File: src/verilog/monitor_defines.svh
`ifndef MONITOR_DEFINES_SVH
`define MONITOR_DEFINES_SVH

// ============================================================
// processor bus geometry
// ============================================================
`define DATA_W          32
`define ADDR_W          16

// identity and version words
`define FIRMWARE_ID     32'h55535250  // "USRP" in ascii
`define FW_MAJOR        16'h000A
`define FW_MINOR        16'h0001
`define DEAD_READ       32'hABADBABE  // unmapped read index

// reset values
`define LED_RESET       4'b1010
`define PATTERN_I_INIT  16'd0
`define PATTERN_Q_INIT  16'd32767     // q starts at mid-scale

// ============================================================
// latency timers
// ============================================================
`define NUM_TIMERS      8
`define SYNC_STAGES     3             // flops on async stage event 0

`endif

File: src/verilog/bus_map_pkg.sv
`include "monitor_defines.svh"

package bus_map_pkg;

  typedef logic [`DATA_W-1:0] bus_word_t;   // one bus data word
  typedef logic [13:0]        reg_index_t;  // word index, addr[15:2]

  // write side register map
  localparam reg_index_t IDX_LEDS      = 14'd1;
  localparam reg_index_t IDX_TEST_FLAG = 14'd2;
  localparam reg_index_t IDX_MODE_WORD = 14'd3;  // mode lives in [15:14]
  localparam reg_index_t IDX_LED_TEST  = 14'd4;
  localparam reg_index_t IDX_T6_STOP   = 14'd9;
  localparam reg_index_t IDX_T7_STOP   = 14'd10;
  localparam reg_index_t IDX_T7_START  = 14'd11;

  // read side register map
  localparam reg_index_t IDX_ID        = 14'd0;
  localparam reg_index_t IDX_VERSION   = 14'd1;
  localparam reg_index_t IDX_DIP       = 14'd2;
  localparam reg_index_t IDX_PATTERN   = 14'd5;
  localparam reg_index_t IDX_TIMER0    = 14'd7;  // timers sit at 7..14

  // byte address to word index
  function automatic reg_index_t word_index(input logic [`ADDR_W-1:0] addr);
    return addr[`ADDR_W-1:2];
  endfunction

endpackage

File: src/verilog/timing_pkg.sv
`include "monitor_defines.svh"

package timing_pkg;

  typedef logic [31:0] timer_value_t;                   // cycle count
  typedef timer_value_t [`NUM_TIMERS-1:0] timer_array_t; // whole bank
  typedef logic [$clog2(`NUM_TIMERS)-1:0] timer_idx_t;   // picks one timer

  // software mode field
  typedef logic [1:0] run_mode_t;
  localparam run_mode_t MODE_RUN = 2'd2;  // entering this starts a test

  // bit 0 async, bits 1..5 are single-cycle pulses
  // 1 capture entry, 2 capture end, 3 fft start, 4 fft done, 5 thresh done
  typedef logic [5:0] stage_evt_t;

endpackage
File: src/verilog/cpu_read_mux.sv
`timescale 1ns/1ps
`include "monitor_defines.svh"

module cpu_read_mux (
  input  logic [`ADDR_W-1:0]        bus_addr,
  input  logic [7:0]                dip,
  input  bus_map_pkg::bus_word_t    pattern,
  input  timing_pkg::timer_array_t  timers,
  output bus_map_pkg::bus_word_t    bus_rdata
);

  bus_map_pkg::reg_index_t rd_idx;
  timing_pkg::timer_idx_t  timer_sel;
  logic                    timer_hit;

  assign rd_idx    = bus_map_pkg::word_index(bus_addr);
  // timer window 7..14 folded onto timer number
  assign timer_hit = (rd_idx >= bus_map_pkg::IDX_TIMER0) &&
                     (rd_idx <  bus_map_pkg::IDX_TIMER0 + `NUM_TIMERS);
  assign timer_sel = timing_pkg::timer_idx_t'(rd_idx - bus_map_pkg::IDX_TIMER0);

  // ============================================================
  // read data select, same cycle, no handshake
  // ============================================================
  always_comb begin
    bus_rdata = `DEAD_READ;  // anything unmapped
    if (timer_hit) begin
      bus_rdata = timers[timer_sel];
    end else begin
      case (rd_idx)
        bus_map_pkg::IDX_ID:      bus_rdata = `FIRMWARE_ID;
        bus_map_pkg::IDX_VERSION: bus_rdata = {`FW_MAJOR, `FW_MINOR};  // major.minor
        bus_map_pkg::IDX_DIP:     bus_rdata = bus_map_pkg::bus_word_t'(dip);
        bus_map_pkg::IDX_PATTERN: bus_rdata = pattern;  // q high, i low
        default: begin
          bus_rdata = `DEAD_READ;
        end
      endcase
    end
  end

endmodule

File: src/verilog/cpu_reg_bank.sv
`timescale 1ns/1ps
`include "monitor_defines.svh"

module cpu_reg_bank (
  input  logic                     clk_ext,
  input  logic                     rst_ext,
  input  logic                     bus_cs,
  input  logic                     bus_rnw,
  input  logic [`ADDR_W-1:0]       bus_addr,
  input  bus_map_pkg::bus_word_t   bus_wdata,
  output logic [3:0]               leds,
  output logic                     test_flag,
  output timing_pkg::run_mode_t    mode,
  output logic                     led_test,
  output logic                     t6_stop_lvl,
  output logic                     t7_stop_lvl,
  output logic                     t7_start_lvl
);

  logic                    wr_en;
  bus_map_pkg::reg_index_t wr_idx;

  assign wr_en  = bus_cs & ~bus_rnw;  // no handshake, single cycle write
  assign wr_idx = bus_map_pkg::word_index(bus_addr);

  // ============================================================
  // software written registers
  // ============================================================
  always_ff @(posedge clk_ext) begin
    if (rst_ext) begin
      leds         <= `LED_RESET;
      test_flag    <= 1'b0;
      mode         <= '0;
      led_test     <= 1'b0;
      t6_stop_lvl  <= 1'b0;
      t7_stop_lvl  <= 1'b0;
      t7_start_lvl <= 1'b0;
    end else if (wr_en) begin
      case (wr_idx)
        bus_map_pkg::IDX_LEDS: begin
          leds <= bus_wdata[3:0];
        end
        bus_map_pkg::IDX_TEST_FLAG: begin
          test_flag <= bus_wdata[0];  // held high resets the ramp
        end
        bus_map_pkg::IDX_MODE_WORD: begin
          mode <= bus_wdata[15:14];   // only the mode field is kept
        end
        bus_map_pkg::IDX_LED_TEST: begin
          led_test <= bus_wdata[0];
        end
        // timer flags, the bank edge-detects these levels
        bus_map_pkg::IDX_T6_STOP:  t6_stop_lvl  <= bus_wdata[0];
        bus_map_pkg::IDX_T7_STOP:  t7_stop_lvl  <= bus_wdata[0];
        bus_map_pkg::IDX_T7_START: t7_start_lvl <= bus_wdata[0];
        default: begin
          // unmapped write index, dropped
        end
      endcase
    end
  end

endmodule

File: src/verilog/event_timer.sv
`timescale 1ns/1ps

module event_timer (
  input  logic                     clk_ext,
  input  logic                     rst_ext,
  input  logic                     start,
  input  logic                     stop,
  output timing_pkg::timer_value_t value
);

  logic running;

  // start clears and arms, stop freezes the count
  always_ff @(posedge clk_ext) begin
    if (rst_ext) begin
      value   <= '0;
      running <= 1'b0;
    end else if (start) begin  // start wins over stop
      value   <= '0;
      running <= 1'b1;
    end else if (stop) begin
      running <= 1'b0;         // count holds from here
    end else if (running) begin
      value   <= value + 1'b1;
    end
  end

endmodule

File: src/verilog/monitor_top.sv
`timescale 1ns/1ps
`include "monitor_defines.svh"

module monitor_top (
  input  logic                    clk_ext,
  input  logic                    rst_ext,
  input  logic                    bus_cs,
  input  logic                    bus_rnw,
  input  logic [`ADDR_W-1:0]      bus_addr,
  input  bus_map_pkg::bus_word_t  bus_wdata,
  output bus_map_pkg::bus_word_t  bus_rdata,
  input  logic [7:0]              dip,
  input  timing_pkg::stage_evt_t  stage_evt,
  output logic [3:0]              leds,
  output logic [7:0]              led2,
  output logic                    led_test
);

  logic                      test_flag;
  timing_pkg::run_mode_t     mode;
  logic                      t6_stop_lvl;
  logic                      t7_stop_lvl;
  logic                      t7_start_lvl;
  bus_map_pkg::bus_word_t    pattern;
  timing_pkg::timer_array_t  timers;

  // ============================================================
  // host register side
  // ============================================================
  cpu_reg_bank u_reg_bank (
    .clk_ext      (clk_ext),
    .rst_ext      (rst_ext),
    .bus_cs       (bus_cs),
    .bus_rnw      (bus_rnw),
    .bus_addr     (bus_addr),
    .bus_wdata    (bus_wdata),
    .leds         (leds),
    .test_flag    (test_flag),
    .mode         (mode),
    .led_test     (led_test),
    .t6_stop_lvl  (t6_stop_lvl),
    .t7_stop_lvl  (t7_stop_lvl),
    .t7_start_lvl (t7_start_lvl)
  );

  cpu_read_mux u_read_mux (
    .bus_addr  (bus_addr),
    .dip       (dip),
    .pattern   (pattern),
    .timers    (timers),
    .bus_rdata (bus_rdata)
  );

  test_pattern_gen u_pattern (
    .clk_ext   (clk_ext),
    .rst_ext   (rst_ext),
    .bus_cs    (bus_cs),
    .bus_rnw   (bus_rnw),
    .test_flag (test_flag),
    .pattern   (pattern)
  );

  timer_bank u_timers (
    .clk_ext      (clk_ext),
    .rst_ext      (rst_ext),
    .mode         (mode),
    .t6_stop_lvl  (t6_stop_lvl),
    .t7_stop_lvl  (t7_stop_lvl),
    .t7_start_lvl (t7_start_lvl),
    .stage_evt    (stage_evt),
    .timers       (timers)
  );

  assign led2 = {leds, dip[3:0]};  // leds over switches

endmodule

File: src/verilog/test_pattern_gen.sv
`timescale 1ns/1ps
`include "monitor_defines.svh"

module test_pattern_gen (
  input  logic               clk_ext,
  input  logic               rst_ext,
  input  logic               bus_cs,
  input  logic               bus_rnw,
  input  logic               test_flag,
  output logic [`DATA_W-1:0] pattern
);

  logic [`DATA_W/2-1:0] pat_i;
  logic [`DATA_W/2-1:0] pat_q;

  // fake i/q ramp, one step per processor read
  always_ff @(posedge clk_ext) begin
    if (rst_ext || test_flag) begin  // test flag beats the increment
      pat_i <= `PATTERN_I_INIT;
      pat_q <= `PATTERN_Q_INIT;
    end else if (bus_cs && bus_rnw) begin
      pat_i <= pat_i + 1'b1;
      pat_q <= pat_q + 1'b1;        // wraps past full scale
    end
  end

  assign pattern = {pat_q, pat_i};

endmodule

File: src/verilog/timer_bank.sv
`timescale 1ns/1ps
`include "monitor_defines.svh"

module timer_bank (
  input  logic                      clk_ext,
  input  logic                      rst_ext,
  input  timing_pkg::run_mode_t     mode,
  input  logic                      t6_stop_lvl,
  input  logic                      t7_stop_lvl,
  input  logic                      t7_start_lvl,
  input  timing_pkg::stage_evt_t    stage_evt,
  output timing_pkg::timer_array_t  timers
);

  timing_pkg::run_mode_t    mode_d;
  logic                     test_start;
  logic [2:0]               lvl;      // {t7 start, t7 stop, t6 stop}
  logic [2:0]               lvl_d;
  logic [2:0]               lvl_rise;
  logic [`SYNC_STAGES-1:0]  evt0_sync;
  logic [`NUM_TIMERS-1:0]   start_vec;
  logic [`NUM_TIMERS-1:0]   stop_vec;

  assign lvl = {t7_start_lvl, t7_stop_lvl, t6_stop_lvl};

  // ============================================================
  // strobes: test start, flag edges, async sync chain
  // ============================================================
  always_ff @(posedge clk_ext) begin
    if (rst_ext) begin
      mode_d     <= '0;
      test_start <= 1'b0;
      lvl_d      <= '0;
      lvl_rise   <= '0;
      evt0_sync  <= '0;
    end else begin
      mode_d     <= mode;
      // only on entry into run, not while sitting there
      test_start <= (mode == timing_pkg::MODE_RUN) && (mode_d != timing_pkg::MODE_RUN);
      lvl_d      <= lvl;
      lvl_rise   <= lvl & ~lvl_d;  // one cycle per 0->1 write
      evt0_sync  <= {evt0_sync[`SYNC_STAGES-2:0], stage_evt[0]};
    end
  end

  // timers 0..6 share test start, timer 7 is software started
  assign start_vec[`NUM_TIMERS-2:0] = {(`NUM_TIMERS-1){test_start}};
  assign start_vec[`NUM_TIMERS-1]   = lvl_rise[2];

  assign stop_vec[0]   = evt0_sync[`SYNC_STAGES-1];  // capture domain arrival
  assign stop_vec[5:1] = stage_evt[5:1];             // already in clk_ext domain
  assign stop_vec[6]   = lvl_rise[0];
  assign stop_vec[7]   = lvl_rise[1];

  for (genvar t = 0; t < `NUM_TIMERS; t++) begin : g_timer
    event_timer u_timer (
      .clk_ext (clk_ext),
      .rst_ext (rst_ext),
      .start   (start_vec[t]),
      .stop    (stop_vec[t]),
      .value   (timers[t])
    );
  end

endmodule

File: config.mk
export PLATFORM = sky130hd
export DESIGN_NAME = monitor_top
export DESIGN_NICKNAME = d
export VERILOG_FILES = /design/src/verilog/bus_map_pkg.sv /design/src/verilog/timing_pkg.sv /design/src/verilog/cpu_read_mux.sv /design/src/verilog/cpu_reg_bank.sv /design/src/verilog/event_timer.sv /design/src/verilog/monitor_top.sv /design/src/verilog/test_pattern_gen.sv /design/src/verilog/timer_bank.sv
export VERILOG_INCLUDE_DIRS = /design/src /design/src/verilog
export SDC_FILE = /design/constraint.sdc
export NUM_CORES = 1
export LEC_CHECK = 0
export BUFFER_PORTS_ARGS = -buffer_cell sky130_fd_sc_hd__buf_4
export CORE_MARGIN = 10
export CORE_UTILIZATION = 40
export CTS_CLUSTER_SIZE = 30
export DETAILED_ROUTE_END_ITERATION = 10
export HOLD_SLACK_MARGIN = 0.05
export MAX_ROUTING_LAYER = met4
export PLACE_DENSITY_LB_ADDON = 0.25
export SLEW_MARGIN = 0
export SYNTH_ARGS = -nofsm -noshare
export SYNTH_HDL_FRONTEND = slang
export SYNTH_SLANG_ARGS = --single-unit
File: constraint.sdc
create_clock -name clk_ext -period 4.45 [get_ports clk_ext]
set_input_delay 0.6675 -clock clk_ext [delete_from_list [all_inputs] [get_ports clk_ext]]
set_output_delay 0.6675 -clock clk_ext [all_outputs]
set_load 0.02 [all_outputs]
==> out/metrics.yaml <==
yosys:
  syn_inst: 1931
  yosys_warnings: 0
  synth_top_area_cell: "dfxtp_1"
  synth_seq_area_share_pct: 37.1
  synth-main-ff-cell: "dfxtp_1"
  ys_ff_latch: 319
  synthesis.nets: 2011
  async_flop_share_pct: 0
  netlist_area_sq_um: 17200
  synth.avg_cell_area_sq_um: 8.91
  ys_types: 62
  synth_top_area_share_pct: 37.1
  synth_edf_count: 0
  synth.area.top_cells: "dfxtp_1 37%, mux4_2 8.1%, or4_1 4.7%, a21oi_1 4.6%, o31ai_1 4.1%"
floorplanning:
  core_area_sq_um: 42200
  start_util_pct: 40.7
  num_rows: 75
  dieWidth_microns: 227
  dieHeight_microns: 227
  pin_count: 111
  die-area_sq_um: 51700
route:
  first_iter_violations: 1445
  drt-total-wl_microns: 52300
  drc: 0
  ant_nets: 0
  num_vias: 15585
  wl_per_cell_microns: 20.9
  via_per_inst: 6.24
  drt_pass1_iterations: 5
job:
  max_cap_violations: 0
power_and_ir_drop:
  p_int_w: 0.00495
  seq_power_share_pct: 45.1
  p_sw_share_pct: 23.0
  peakVddDrop_mv: 0.280
  powerDensity_nw_per_um2: 331
  p_comb_share_pct: 4.9
  leakagePower_nw: 6.24
  p_sw_w: 0.00147
  clkPwrFrac_pct: 50.0
global_routing:
  grt.overflow.total: 0
  grt_pass1_wl_microns: 81000
  grt_max_degree: 81
  grt_usage_pct: 20.2
  antenna_found_initial: 1
  grt_pass1_vias: 14355
cts:
  cts_sinks: 319
  cts_buffer_depth: 3
  worstSkewPairLatency_ns: 0.54
  numCtsBuffers: 37
  post_cts_buffers: 0
  cts_tree: "done"
  h-tree-depth: 2
  cts-resized-gates: 0
  hold_buffers: 0
  clk_pin_slew_ns: 0.06
  root_buffer: "clkbuf_16"
sta:
  finalSetupTns_ns: 0
  report.final.slew_viol_count: 0
  fmax_mhz: 273
  fin_crit_sh_pct: 82.2
  finClkSkew_ns: 0.0126
  worstMarginPinSlew_ns: 1.14
  min_period_ns: 3.66
  max_slew_margin_pct: 23.8
  rsz0062_at_grt: "false"
  finalSetupViolCount: 0
  finalWorstSetupSlack_ns: 0.793
  hold_violations: 0
critical_path:
  path_max_fanout: 32
  crit_required_ns: 3.78
  path_cells: "buf_4, buf_4, mux4_1, mux2i_1, a22oi_1, buf_4"
  cpMaxStageDelayCell: "mux4_1"
  cp_top_family: "multiplexers"
  crit_path_frequent_cell: "buf_4"
  start_kind: "input port"
  critPathCaptureType: "primary output"
  critPathKind: "in -> out"
  arrival_ns: 2.99
  crit_start: "bus_addr[2]"
  timing.rr.start: "u_timers.g_timer[3].u_timer.value[5]"
  path_buf_inv: 3
  critPathMaxStageDelay_ns: 0.62
placement:
  place.gp.congestion: 0.916
  dpl.hpwl_microns: 37700
  place_inst: 2431
  place_area_sq_um: 18100
  io_buffer_count: 82
  preCtsSetupSlack_ns: 0.842
final_layout:
  finalInstanceArea_sq_um: 19400
  areaGrowthSynthToFinish_pct: 12.7
  fin_util_pct: 45.9
  nets: 2011
  drive_above_1_share_pct: 12.5
  instances_no_fill: 2498
min_path:
  hp-start: "stage_evt[0]"
  hp-class: "in -> reg"
outcome:
  status: "completed"
per-stage QoR:
step | hold slack [ns] | power [W]
after CTS | 0.348 | 0.00648
final | 0.358 | 0.00642
after global placement | 0.398 | 0.00327
after global routing | 0.371 | 0.00661
after floorplan | 0.368 | 0.00317
after detailed placement | 0.397 | 0.00327
final timing paths:
path | slack (ns) | cells after the start | end
worst max register to register | 1.69 | 4 | u_timers.g_timer[3].u_timer.value[31]
worst max-delay path | 0.79 | 6 | bus_rdata[3]
worst min-delay path | 0.36 | 2 | u_timers.evt0_sync[0]
worst min register to register | 0.42 | 1 | u_timers.lvl_rise[2]
state kept, by name, indices dropped and copies added, names as in the netlist:
name / count
u_pattern.pat_i: 16
u_pattern.pat_q: 16
u_reg_bank.led_test: 1
u_reg_bank.leds: 4
u_reg_bank.mode: 2
u_reg_bank.t6_stop_lvl: 1
u_reg_bank.t7_start_lvl: 1
u_reg_bank.t7_stop_lvl: 1
u_reg_bank.test_flag: 1
u_timers.evt0_sync: 3
u_timers.g_timer.u_timer.running: 8
u_timers.g_timer.u_timer.value: 256
u_timers.lvl_d: 3
u_timers.lvl_rise: 3
u_timers.mode_d: 2
u_timers.test_start: 1
synth_stat cells, types with 6 or more instances:
cell / number
dfxtp_1: 319
a21oi_1: 159
nor2_1: 142
nand2_1: 128
clkbuf_1: 117
or4_1: 108
nand3_1: 99
o31ai_1: 95
nand4_1: 83
or3_1: 68
xor2_1: 65
mux2i_1: 62
mux4_2: 62
o21ai_0: 60
and4_1: 43
xnor2_1: 42
inv_1: 37
nor4_1: 31
a22oi_1: 19
and3_1: 18
nor2b_1: 16
nor3_1: 15
ha_1: 14
and2_1: 12
nand2b_1: 9
buf_1: 8
buf_4: 8
o22ai_1: 8
buf_2: 7
and4b_1: 6
nand4b_1: 6
cell families (layout without fill, tap and decap cells):
group,count (synthesis),after routing,share of synthesized area (%)
AO/OA/AOI/OAI,369,369,13.0
XOR/XNOR,107,107,5.45
adder cells (fa/ha/maj),14,14,1.02
buffers and inverters,179,206,4.22
flip-flops,319,319,37.1
multiplexers,128,128,12.2
other,0,1,0
AND/OR/NAND/NOR,815,815,27.0
layout by cell type (no fill, tap or decap), drive strengths merged, types with 60 or more instances in the layout:
cell type    n
a21oi      159
buf        103
dfxtp      319
mux2i       62
mux4        64
nand2      128
nand3      100
nand4       85
nor2       142
o21ai       60
o31ai       95
or3         70
or4        111
xor2        65
power groups by stage:
stage               Sequential (W)  Combinational [W]  Clock, W
floorplan                  0.00295           0.000217         0
global placement           0.00296           0.000307         0
detailed placement         0.00296           0.000312         0
CTS                        0.00290           0.000313   0.00327
global route               0.00290           0.000340   0.00338
finish                     0.00290           0.000312   0.00321
layer usage:
metal | vias up | global-route usage, % | share of wire [%]
met1 | 7683 | 25.2 | 43
met3 | 77 | 3.00 | 6.5
met4 | 0 | 6.66 | 2.9
met2 | 478 | 33.1 | 48
met5 | - | - | 0
li1 | 7347 | - | -
layout make-up:
| type | instances | area, sq um |
|---|---|---|
| fill | 4062 | 22800 |
| tap | 539 | 674 |
| clock inverter | 14 | 226 |
| timing repair buffer | 103 | 798 |
| inverter | 37 | 139 |
| clock buffer | 52 | 1050 |
| multi-input combinational | 1433 | 10100 |
| antenna | 1 | 2.50 |
| sequential | 319 | 6390 |
Note: power is estimated with default switching activity, not from simulation.
